===== config.mk =====
export PLATFORM = sky130hd
export DESIGN_NAME = gpio_top
export DESIGN_NICKNAME = d
export VERILOG_FILES = /design/src/hdl/gpio_pkg.sv /design/src/hdl/gpio_regs.sv /design/src/hdl/gpio_func_mux.sv /design/src/hdl/gpio_pad.sv /design/src/hdl/gpio_top.sv
export VERILOG_INCLUDE_DIRS = /design/src /design/src/hdl
export SDC_FILE = /design/constraint.sdc
export NUM_CORES = 1
export LEC_CHECK = 0
export BUFFER_PORTS_ARGS = -buffer_cell sky130_fd_sc_hd__buf_2
export CAP_MARGIN = 10
export CORE_MARGIN = 10
export CORE_UTILIZATION = 55
export DETAILED_ROUTE_END_ITERATION = 10
export PLACE_DENSITY = 0.8
export SYNTH_ARGS = -nofsm -noshare
export SYNTH_HDL_FRONTEND = slang
export SYNTH_HIERARCHICAL = 1
export SYNTH_SLANG_ARGS = --single-unit

===== constraint.sdc =====
create_clock -name seq -period 3 [get_ports seq]
set_input_delay 0.15 -clock seq [delete_from_list [all_inputs] [get_ports seq]]
set_output_delay 0.15 -clock seq [all_outputs]
set_load 0.02 [all_outputs]

===== src/hdl/gpio_settings.svh =====
`ifndef GPIO_SETTINGS_SVH
`define GPIO_SETTINGS_SVH

// APB address width, byte address
`define GPIO_ADDR_WIDTH 12

// APB data width, multiple of 8
`define GPIO_DATA_WIDTH 32

// One strobe bit per data byte
`define GPIO_STRB_WIDTH (`GPIO_DATA_WIDTH/8)

// Number of pins, 1 to 32
`define GPIO_WIDTH 16

// Flops in the input synchronizer
`define GPIO_SYNC_STAGES 2

`endif


===== src/hdl/gpio_pkg.sv =====
`default_nettype none
`include "gpio_settings.svh"

package gpio_pkg;

    typedef struct packed {
        logic [`GPIO_ADDR_WIDTH-1:0] paddr;
        logic                        psel;
        logic                        penable;
        logic                        pwrite;
        logic [`GPIO_DATA_WIDTH-1:0] pwdata;
        logic [`GPIO_STRB_WIDTH-1:0] pstrb;
    } apb_req_t;

    typedef struct packed {
        logic [`GPIO_DATA_WIDTH-1:0] prdata;
        logic                        pready;
        logic                        pslverr;
    } apb_rsp_t;

    // Power/debug freeze handshake, levels only
    typedef struct packed {
        logic req;
        logic ack;
    } pause_t;

    typedef struct packed {
        logic [`GPIO_WIDTH-1:0] out;   // ODR
        logic [`GPIO_WIDTH-1:0] mode;  // 1 = output
        logic [`GPIO_WIDTH-1:0] otype; // 1 = open-drain
    } pin_cfg_t;

    typedef struct packed {
        logic [`GPIO_WIDTH-1:0] alt1;
        logic [`GPIO_WIDTH-1:0] alt2;
        logic [`GPIO_WIDTH-1:0] alt3;
    } alt_out_t;

    // fsr1 in the upper word so the struct reads as one 2-bit-per-pin vector
    typedef struct packed {
        logic [`GPIO_DATA_WIDTH-1:0] fsr1;
        logic [`GPIO_DATA_WIDTH-1:0] fsr0;
    } fsr_t;

    typedef enum logic [1:0] {
        FUNC_GPIO = 2'd0,
        FUNC_ALT1 = 2'd1,
        FUNC_ALT2 = 2'd2,
        FUNC_ALT3 = 2'd3
    } func_sel_t;

    // Word index, paddr without the byte offset
    typedef enum logic [9:0] {
        REG_IDR    = 10'd0,
        REG_ODR    = 10'd1,
        REG_MODER  = 10'd2,
        REG_OTYPER = 10'd3,
        REG_FSR0   = 10'd4,
        REG_FSR1   = 10'd5,
        REG_IER    = 10'd6
    } reg_index_t;

    typedef enum logic [1:0] {
        ST_IDLE,
        ST_RESP,
        ST_PAUSED
    } slave_state_t;

endpackage

`default_nettype wire


===== src/hdl/gpio_regs.sv =====
`timescale 1ns/1ns
`default_nettype none
`include "gpio_settings.svh"

module gpio_regs (
    input  logic                   seq,
    input  logic                   reset,
    input  gpio_pkg::apb_req_t     apb_req,
    output gpio_pkg::apb_rsp_t     apb_rsp,
    input  logic                   pause_req,
    output logic                   pause_ack,
    output logic                   irq,
    input  logic [`GPIO_WIDTH-1:0] pin_sync,
    output gpio_pkg::pin_cfg_t     pin_cfg,
    output gpio_pkg::fsr_t         fsr
);

    localparam int unsigned OFFSET_BITS = $clog2(`GPIO_STRB_WIDTH);

    gpio_pkg::slave_state_t      state;
    gpio_pkg::reg_index_t        index;
    gpio_pkg::apb_rsp_t          rsp_q;
    gpio_pkg::pin_cfg_t          cfg_q;
    gpio_pkg::fsr_t              fsr_q;
    logic [`GPIO_WIDTH-1:0]      ier;
    logic [`GPIO_DATA_WIDTH-1:0] wmask;
    logic [`GPIO_DATA_WIDTH-1:0] rd_data;
    logic                        rd_err;
    logic                        accept;
    logic                        wr_en;

    function automatic logic [`GPIO_DATA_WIDTH-1:0] merge_word(
        input logic [`GPIO_DATA_WIDTH-1:0] old_word,
        input logic [`GPIO_DATA_WIDTH-1:0] new_word,
        input logic [`GPIO_DATA_WIDTH-1:0] mask
    );
        return (new_word & mask) | (old_word & ~mask);
    endfunction

    // Pin-wide registers drop the bits above GPIO_WIDTH
    function automatic logic [`GPIO_WIDTH-1:0] merge_pin(
        input logic [`GPIO_WIDTH-1:0]      old_bits,
        input logic [`GPIO_DATA_WIDTH-1:0] new_word,
        input logic [`GPIO_DATA_WIDTH-1:0] mask
    );
        return `GPIO_WIDTH'(merge_word(`GPIO_DATA_WIDTH'(old_bits), new_word, mask));
    endfunction

    assign index = gpio_pkg::reg_index_t'(apb_req.paddr[`GPIO_ADDR_WIDTH-1:OFFSET_BITS]);

    // Byte strobes to bit mask
    always_comb begin
        for (int b = 0; b < `GPIO_STRB_WIDTH; b++) begin
            wmask[b*8 +: 8] = {8{apb_req.pstrb[b]}};
        end
    end

    // Read mux and refusal check
    always_comb begin
        rd_data = '0;
        rd_err  = 1'b0;
        case (index)
            gpio_pkg::REG_IDR: begin
                rd_data = `GPIO_DATA_WIDTH'(pin_sync);
                rd_err  = apb_req.pwrite; // read only
            end
            gpio_pkg::REG_ODR:    rd_data = `GPIO_DATA_WIDTH'(cfg_q.out);
            gpio_pkg::REG_MODER:  rd_data = `GPIO_DATA_WIDTH'(cfg_q.mode);
            gpio_pkg::REG_OTYPER: rd_data = `GPIO_DATA_WIDTH'(cfg_q.otype);
            gpio_pkg::REG_FSR0:   rd_data = fsr_q.fsr0;
            gpio_pkg::REG_FSR1:   rd_data = fsr_q.fsr1;
            gpio_pkg::REG_IER:    rd_data = `GPIO_DATA_WIDTH'(ier);
            default:              rd_err  = 1'b1; // unmapped
        endcase
    end

    // Setup phase already counts, so pready comes up with penable
    assign accept = (state == gpio_pkg::ST_IDLE) && apb_req.psel && !pause_req;
    assign wr_en  = accept && apb_req.pwrite && !rd_err;

    always_ff @(posedge seq) begin
        if (reset) begin
            cfg_q <= '0;
            fsr_q <= '0;
            ier   <= '0;
        end else if (wr_en) begin
            case (index)
                gpio_pkg::REG_ODR:    cfg_q.out   <= merge_pin(cfg_q.out, apb_req.pwdata, wmask);
                gpio_pkg::REG_MODER:  cfg_q.mode  <= merge_pin(cfg_q.mode, apb_req.pwdata, wmask);
                gpio_pkg::REG_OTYPER: cfg_q.otype <= merge_pin(cfg_q.otype, apb_req.pwdata, wmask);
                gpio_pkg::REG_FSR0: begin
                    fsr_q.fsr0 <= merge_word(fsr_q.fsr0, apb_req.pwdata, wmask);
                end
                gpio_pkg::REG_FSR1: begin
                    fsr_q.fsr1 <= merge_word(fsr_q.fsr1, apb_req.pwdata, wmask);
                end
                gpio_pkg::REG_IER:    ier <= merge_pin(ier, apb_req.pwdata, wmask);
                default: ;            // IDR and unmapped already refused
            endcase
        end
    end

    // Response and freeze FSM
    always_ff @(posedge seq) begin
        if (reset) begin
            state <= gpio_pkg::ST_IDLE;
            rsp_q <= '0;
        end else begin
            case (state)
                gpio_pkg::ST_IDLE: begin
                    if (pause_req) begin
                        // Tie the bus off, every access ends in an error
                        state         <= gpio_pkg::ST_PAUSED;
                        rsp_q.prdata  <= '0;
                        rsp_q.pready  <= 1'b1;
                        rsp_q.pslverr <= 1'b1;
                    end else if (accept) begin
                        state         <= gpio_pkg::ST_RESP;
                        rsp_q.prdata  <= apb_req.pwrite ? '0 : rd_data;
                        rsp_q.pready  <= 1'b1;
                        rsp_q.pslverr <= rd_err;
                    end
                end
                gpio_pkg::ST_RESP: begin
                    if (apb_req.psel && apb_req.penable) begin // pready is high here
                        state <= gpio_pkg::ST_IDLE;
                        rsp_q <= '0;
                    end
                end
                gpio_pkg::ST_PAUSED: begin
                    if (!pause_req) begin
                        state <= gpio_pkg::ST_IDLE;
                        rsp_q <= '0;
                    end
                end
                default: begin
                    state <= gpio_pkg::ST_IDLE;
                    rsp_q <= '0;
                end
            endcase
        end
    end

    assign pause_ack = (state == gpio_pkg::ST_PAUSED);
    assign apb_rsp   = rsp_q;
    assign pin_cfg   = cfg_q;
    assign fsr       = fsr_q;

    // Level interrupt, masked while frozen
    assign irq = (|(ier & pin_sync)) && !pause_ack;

endmodule

`default_nettype wire


===== src/hdl/gpio_func_mux.sv =====
`timescale 1ns/1ns
`default_nettype none
`include "gpio_settings.svh"

module gpio_func_mux (
    input  gpio_pkg::pin_cfg_t     pin_cfg,
    input  gpio_pkg::fsr_t         fsr,
    input  gpio_pkg::alt_out_t     alt_out,
    output logic [`GPIO_WIDTH-1:0] pin_value
);

    // FSR1:FSR0 as one vector, two bits per pin
    logic [2*`GPIO_DATA_WIDTH-1:0] fsr_bits;

    assign fsr_bits = fsr;

    for (genvar i = 0; i < `GPIO_WIDTH; i++) begin : g_pin
        gpio_pkg::func_sel_t code;

        assign code = gpio_pkg::func_sel_t'(fsr_bits[2*i +: 2]);

        always_comb begin
            case (code)
                gpio_pkg::FUNC_GPIO: pin_value[i] = pin_cfg.out[i];
                gpio_pkg::FUNC_ALT1: pin_value[i] = alt_out.alt1[i];
                gpio_pkg::FUNC_ALT2: pin_value[i] = alt_out.alt2[i];
                gpio_pkg::FUNC_ALT3: pin_value[i] = alt_out.alt3[i];
                default:             pin_value[i] = pin_cfg.out[i];
            endcase
        end
    end

endmodule

`default_nettype wire


===== src/hdl/gpio_pad.sv =====
`timescale 1ns/1ns
`default_nettype none
`include "gpio_settings.svh"

module gpio_pad (
    input  logic                   seq,
    input  logic                   reset,
    input  logic [`GPIO_WIDTH-1:0] pin_in,
    input  logic [`GPIO_WIDTH-1:0] pin_value,
    input  logic [`GPIO_WIDTH-1:0] mode,
    input  logic [`GPIO_WIDTH-1:0] otype,
    output logic [`GPIO_WIDTH-1:0] pin_sync,
    output logic [`GPIO_WIDTH-1:0] pin_out,
    output logic [`GPIO_WIDTH-1:0] pin_oe
);

    // Stage 0 samples the pins, last stage feeds IDR
    logic [`GPIO_SYNC_STAGES-1:0][`GPIO_WIDTH-1:0] sync_q;

    always_ff @(posedge seq) begin
        if (reset) begin
            sync_q <= '0;
        end else begin
            sync_q[0] <= pin_in;
            for (int s = 1; s < `GPIO_SYNC_STAGES; s++) begin
                sync_q[s] <= sync_q[s-1];
            end
        end
    end

    assign pin_sync = sync_q[`GPIO_SYNC_STAGES-1];

    // Value always presented, the enable decides whether it is driven
    assign pin_out = pin_value;

    // Push-pull drives both levels
    // Open-drain drives only a low, a high releases the pin
    assign pin_oe = mode & (~otype | ~pin_value);

endmodule

`default_nettype wire


===== src/hdl/gpio_top.sv =====
`timescale 1ns/1ns
`default_nettype none
`include "gpio_settings.svh"

module gpio_top (
    input  logic                   seq,
    input  logic                   reset,
    input  gpio_pkg::apb_req_t     apb_req,
    output gpio_pkg::apb_rsp_t     apb_rsp,
    input  logic                   pause_req,
    output logic                   pause_ack,
    output logic                   irq,
    input  logic [`GPIO_WIDTH-1:0] pin_in,
    input  gpio_pkg::alt_out_t     alt_out,
    output logic [`GPIO_WIDTH-1:0] pin_out,
    output logic [`GPIO_WIDTH-1:0] pin_oe
);

    gpio_pkg::pin_cfg_t     pin_cfg;
    gpio_pkg::fsr_t         fsr;
    logic [`GPIO_WIDTH-1:0] pin_sync;  // synchronized inputs, also IDR
    logic [`GPIO_WIDTH-1:0] pin_value; // selected output source

    gpio_regs u_regs (
        .seq       (seq),
        .reset     (reset),
        .apb_req   (apb_req),
        .apb_rsp   (apb_rsp),
        .pause_req (pause_req),
        .pause_ack (pause_ack),
        .irq       (irq),
        .pin_sync  (pin_sync),
        .pin_cfg   (pin_cfg),
        .fsr       (fsr)
    );

    gpio_func_mux u_func_mux (
        .pin_cfg   (pin_cfg),
        .fsr       (fsr),
        .alt_out   (alt_out),
        .pin_value (pin_value)
    );

    gpio_pad u_pad (
        .seq       (seq),
        .reset     (reset),
        .pin_in    (pin_in),
        .pin_value (pin_value),
        .mode      (pin_cfg.mode),
        .otype     (pin_cfg.otype),
        .pin_sync  (pin_sync),
        .pin_out   (pin_out),
        .pin_oe    (pin_oe)
    );

endmodule

`default_nettype wire


# Word level (Yosys, flattened, before mapping)
# Cells that the tools add are included.
# classes
n_addsub,0
n_div,0
bitwise,19
order_cmp,0
n_mux,29
mul,0
n_eq_ne,59
n_shift,0
reduce_logical,36
# ops
cell,count
32-bit case mux with 7 select lines,1
34-bit two-way mux,4
34-bit case mux with 3 select lines,1
16-bit AND,6
32-bit AND,3
16-bit OR,5
2-bit equality test (second input constant),33
32-bit OR,2
1-bit case mux with 4 select lines,16
2-bit by 1-bit equality test with 1-bit output (second input constant),17
2-bit logical NOT,17
32-bit two-way mux,1
16-bit NOT,2
32-bit NOT,1
10-bit by 3-bit equality test with 1-bit output (second input constant),3
10-bit by 2-bit equality test with 1-bit output (second input constant),2
16-bit OR reduction,1
2-bit AND reduction,6
10-bit by 1-bit equality test with 1-bit output (second input constant),1
10-bit logical NOT,1
2-bit two-way mux,4
1-bit logical AND,6
2-bit case mux with 3 select lines,1
6-bit OR reduction,1
6 further kinds,8
# word_totals
n_memories,0
in_bits,118
romBits,0
reg_bits,196
latchBits,0
ram_bits,0

# Logic depth before layout (Yosys ltp)
# logic_depth
word_depth,6
depth_mapped,7
mapped_depth_nobuf,4

# Modules after synthesis
# Netlist, hierarchy kept.
# modules_own_cells
mod,cells_each,area_each_um2,instances
gpio_regs,901,7861.3,1
gpio_pad,115,1223.7,1
gpio_func_mux,16,360.3,1

# Least setup slack after synthesis
# OpenSTA, ideal clock, no wires.
# synth_path
path_type,flip-flop to flip-flop
start,register u_regs.state[1]
end,register (tool-made name)
stages_incl_launch_ff,7
slack_ns,1.146
setup_time_ns,0.070
path_buffers,2
arrival_ns,1.783
synth_period_minus_slack_ns,1.854
path_cell_list,dfxtp_1 > buf_6 > or4b_4 > nor4_4 > buf_6 > nand4_1 > a21oi_1
# synth_lines
item,line,rtl
start: declaration,gpio_regs.sv:20,gpio_pkg::slave_state_t state;
start signal: assignment,gpio_regs.sv:106,state <= gpio_pkg::ST_IDLE;
start signal: assignment,gpio_regs.sv:113,state <= gpio_pkg::ST_PAUSED;
start signal: assignment,gpio_regs.sv:118,state <= gpio_pkg::ST_RESP;

# Worst setup path after layout
# layout_path
start,register u_regs.state[1]
end,register u_regs.rsp_q (netlist bit u_regs/apb_rsp[13])
# layout_via
elab_chain_cells,5
# layout_rtl
item,line,rtl
2-bit logical NOT,"gpio_regs.sv:78, gpio_regs.sv:109",
1-bit logical AND (2 in series),gpio_regs.sv:78,assign accept = (state == gpio_pkg::ST_IDLE) && apb_req.psel && !pause_req;
3-bit by 2-bit != test with 1-bit output (no source line),--,
3-bit AND reduction (no source line),--,
end: declaration,gpio_regs.sv:22,gpio_pkg::apb_rsp_t rsp_q;
# Several ways; a longest one is shown, not always the timed one.
# A chain may end at the register's enable or synchronous reset.

==> out/qor.csv <==
metric,value,unit
status,completed,
fp.dieArea,0.0228,mm²
ctsHoldBuffers,23,
clockBufferDepth,2,
rsz0062_at_grt,false,
wl,31300,µm
cts_tree,done,
worstMarginPinSlew,0.796,ns
ant_nets,0,
multi_input_area,0.00487,mm²
maxCapViolCount,0,
diodes,0,
syn_inst,1032,
ys_async_sr_fraction,0,
synthSimpleGateAreaFrac,0.199,
clk_pin_slew,0.07,ns
synth_mux_area_frac,0.120,
cts.htree.levels,4,
slowest_delay,0.61,ns
crit_family,simple AND/OR/NAND/NOR gates,
cp.required,3.36,ns
synth_seq_cells,196,
fin_skew,0.00963,ns
synth_flop_cell,dfxtp_1,
initial_core_util,0.566,
drc,0,
grt_util_met3,0.0808,
die_h,151,µm
synth_cell_types,63,
syn_area_per_cell,9.15,µm²
fillerInstances,1368,
die_w,151,µm
crit_arrival,2.61,ns
seq_power_share,0.506,
synth_xor_area_frac,0,
power.share.switching,0.240,
dr.pass1.iters,6,
register_area,0.00392,mm²
grt_use_total,0.264,
critical_path_class,flip-flop to flip-flop,
ir_drop,0.445,mV
p_sw,0.00125,W
place_hpwl,22100,µm
nets,1281,
cp-end-kind,flip-flop,
maxSlewViolCount,0,
synth.net_count,1150,
setup_viol,0,
postCtsResizedCells,0,
setup_ws,0.743,ns
portBuffers,183,
cts-root-buf,clkbuf_16,
grt_max_degree,99,
synth_edf_count,0,
grt_pass1_vias,8299,
worst_setup_path_start_kind,flip-flop,
core,0.0167,mm²
synth-compound-area-share,0.196,
cp_num_buf_inv,1,
syn_area,0.00945,mm²
power_density,475,mW/mm²
grt_pass1_wl,47200,µm
pwr-share-comb,0.077,
syn2layout_area_growth,16.5,%
place_ws,0.581,ns
ioPinCount,186,
relSlewSlack,0.467,
p_leak,4.15,nW
hp-class,input pin to flip-flop,
use_met2,0.405,
grt.busiest_layer,met2,
drive_above_1_share,0.240,
report.final.hold_viol_count,0,
first_iter_violations,1614,
gp_congestion,0.981,
final_core_util,0.659,
cts_sinks,196,
wire_per_inst,22.5,µm
p_int,0.00397,W
ys_seq_area_frac,0.415,
rows,47,
yosys.area_share.adder,0,
finalCriticalPeriod,2.26,ns
vias,8975,
pwr-share-clk,0.417,
finalCritPeriodShare,0.752,
post_cts_buffers,0,
crit_chain,nor4b_4 > buf_4 > and4_1 > o21ai_0 > a21oi_1,
insertion_delay,0.43,ns
grt_overflow,0,
yosysWarnings,6,
cp_max_fo,14,
rrSetupSlack,0.74,ns
setup_tns,0,ns
cts-buffers-inserted,17,
viasPerCell,6.43,
synth_top_family_by_area,simple AND/OR/NAND/NOR gates,
fmax,443,MHz
grt_antenna_before_repair,1,
crit_slowest_cell,and4_1,
grt_use_met1,0.343,
## worst reg2reg max path, stage by stage, from the launching register on
cell     delay (ns)
dfxtp_1        0.42
nor4b_4        0.34
buf_4          0.25
and4_1         0.61
o21ai_0        0.36
a21oi_1        0.21
## synth_stat cells, types with 5 or more instances
cell type,count,area [µm²]
clkbuf_1,46,173
nand2b_1,54,338
inv_1,5,18.8
buf_2,22,110
buf_4,39,293
a21oi_1,106,531
mux4_2,21,473
a21boi_0,17,128
nor2_1,14,52.6
and2_1,5,31.3
mux2_2,8,90.1
nand2_1,36,135
buf_1,5,18.8
a221oi_1,6,52.6
dfxtp_1,196,3920
and4_1,11,96.3
o21ai_0,113,566
nand3_1,84,420
a22oi_1,21,158
nor2b_1,35,219
a32oi_1,7,61.3
a311oi_1,5,43.8
nand4_1,34,213
a211oi_1,5,37.5
mux2i_1,57,571
o21ai_1,10,50.1
## cell type report
| type | count | share of cell area |
|---|---|---|
| multi-input combinational | 714 | 0.443 |
| sequential | 196 | 0.357 |
| timing repair buffer | 229 | 0.123 |
| clock buffer | 20 | 0.0415 |
| tap | 220 | 0.0250 |
| clock inverter | 11 | 0.00933 |
| inverter | 5 | 0.00171 |
## final timing paths
| path | end | depth (start not counted) | start |
|---|---|---|---|
| setup / recovery | u_regs/apb_rsp[13] | 5 | u_regs/state[1] |
| hold / removal | flip-flop | 3 | apb_req[26] |
| setup reg to reg | u_regs/apb_rsp[13] | 5 | u_regs/state[1] |
| hold reg to reg | u_pad/pin_sync[1] | 1 | u_pad/sync_q[1] |
## per-layer routing
layer | wire (µm) | part of all wire | vias up
met2 | 14400 | 0.46 | 665
li1 | - | - | 4059
met4 | 1020 | 0.032 | 0
met3 | 4160 | 0.13 | 84
met5 | 0 | 0 | -
met1 | 11700 | 0.37 | 4167
## kinds of logic after synthesis
family,Yosys count
flip-flops,196
buffers and inverters,122
AO/OA/AOI/OAI,317
AND/OR/NAND/NOR,311
multiplexers,86
## placed cells by master, fill, tap and decap left out, drive strengths merged, types with 5 or more instances in the layout
| cell | synthesis | layout |
|---|---|---|
| mux4 | 21 | 21 |
| nor2 | 15 | 15 |
| nor4 | 7 | 7 |
| and2 | 6 | 6 |
| a221oi | 6 | 6 |
| a32oi | 7 | 7 |
| nand3 | 84 | 84 |
| nor2b | 35 | 35 |
| o21ai | 123 | 123 |
| clkbuf | 47 | 20 |
| nand2 | 36 | 36 |
| nand4 | 35 | 35 |
| buf | 70 | 206 |
| a22oi | 22 | 22 |
| a211oi | 5 | 5 |
| clkinv | 0 | 8 |
| a311oi | 5 | 5 |
| dlygate4sd3 | 0 | 23 |
| a21oi | 106 | 106 |
| mux2 | 8 | 8 |
| a21boi | 17 | 17 |
| nand2b | 54 | 54 |
| inv | 5 | 7 |
| nor3 | 7 | 7 |
| mux2i | 57 | 57 |
| dfxtp | 196 | 196 |
| and4 | 11 | 11 |
## metrics by stage
step | hold slack, ns | total power [W] | cell area (µm²) | cells
6_report | 0.00515 | 0.00523 | 11000 | 1395
5_1_grt | 0.00678 | 0.00539 | 11000 | 1395
4_1_cts | 0.00108 | 0.00522 | 11000 | 1394
3_5_place_dp | 0.362 | 0.00306 | 10200 | 1340
3_3_place_gp | 0.359 | 0.00306 | 10200 | 1340
2_1_floorplan | 0.222 | 0.00291 | 9450 | 1032
## power by group through the flow
stage          combinational, W  sequential (W)  clock, W
2_1_floorplan          0.000212         0.00269         0
3_3_place_gp           0.000358         0.00270         0
3_5_place_dp           0.000362         0.00270         0
4_1_cts                0.000386         0.00264   0.00219
5_1_grt                0.000425         0.00264   0.00233
6_report               0.000402         0.00264   0.00218
Power figures use the tool's default switching activity.
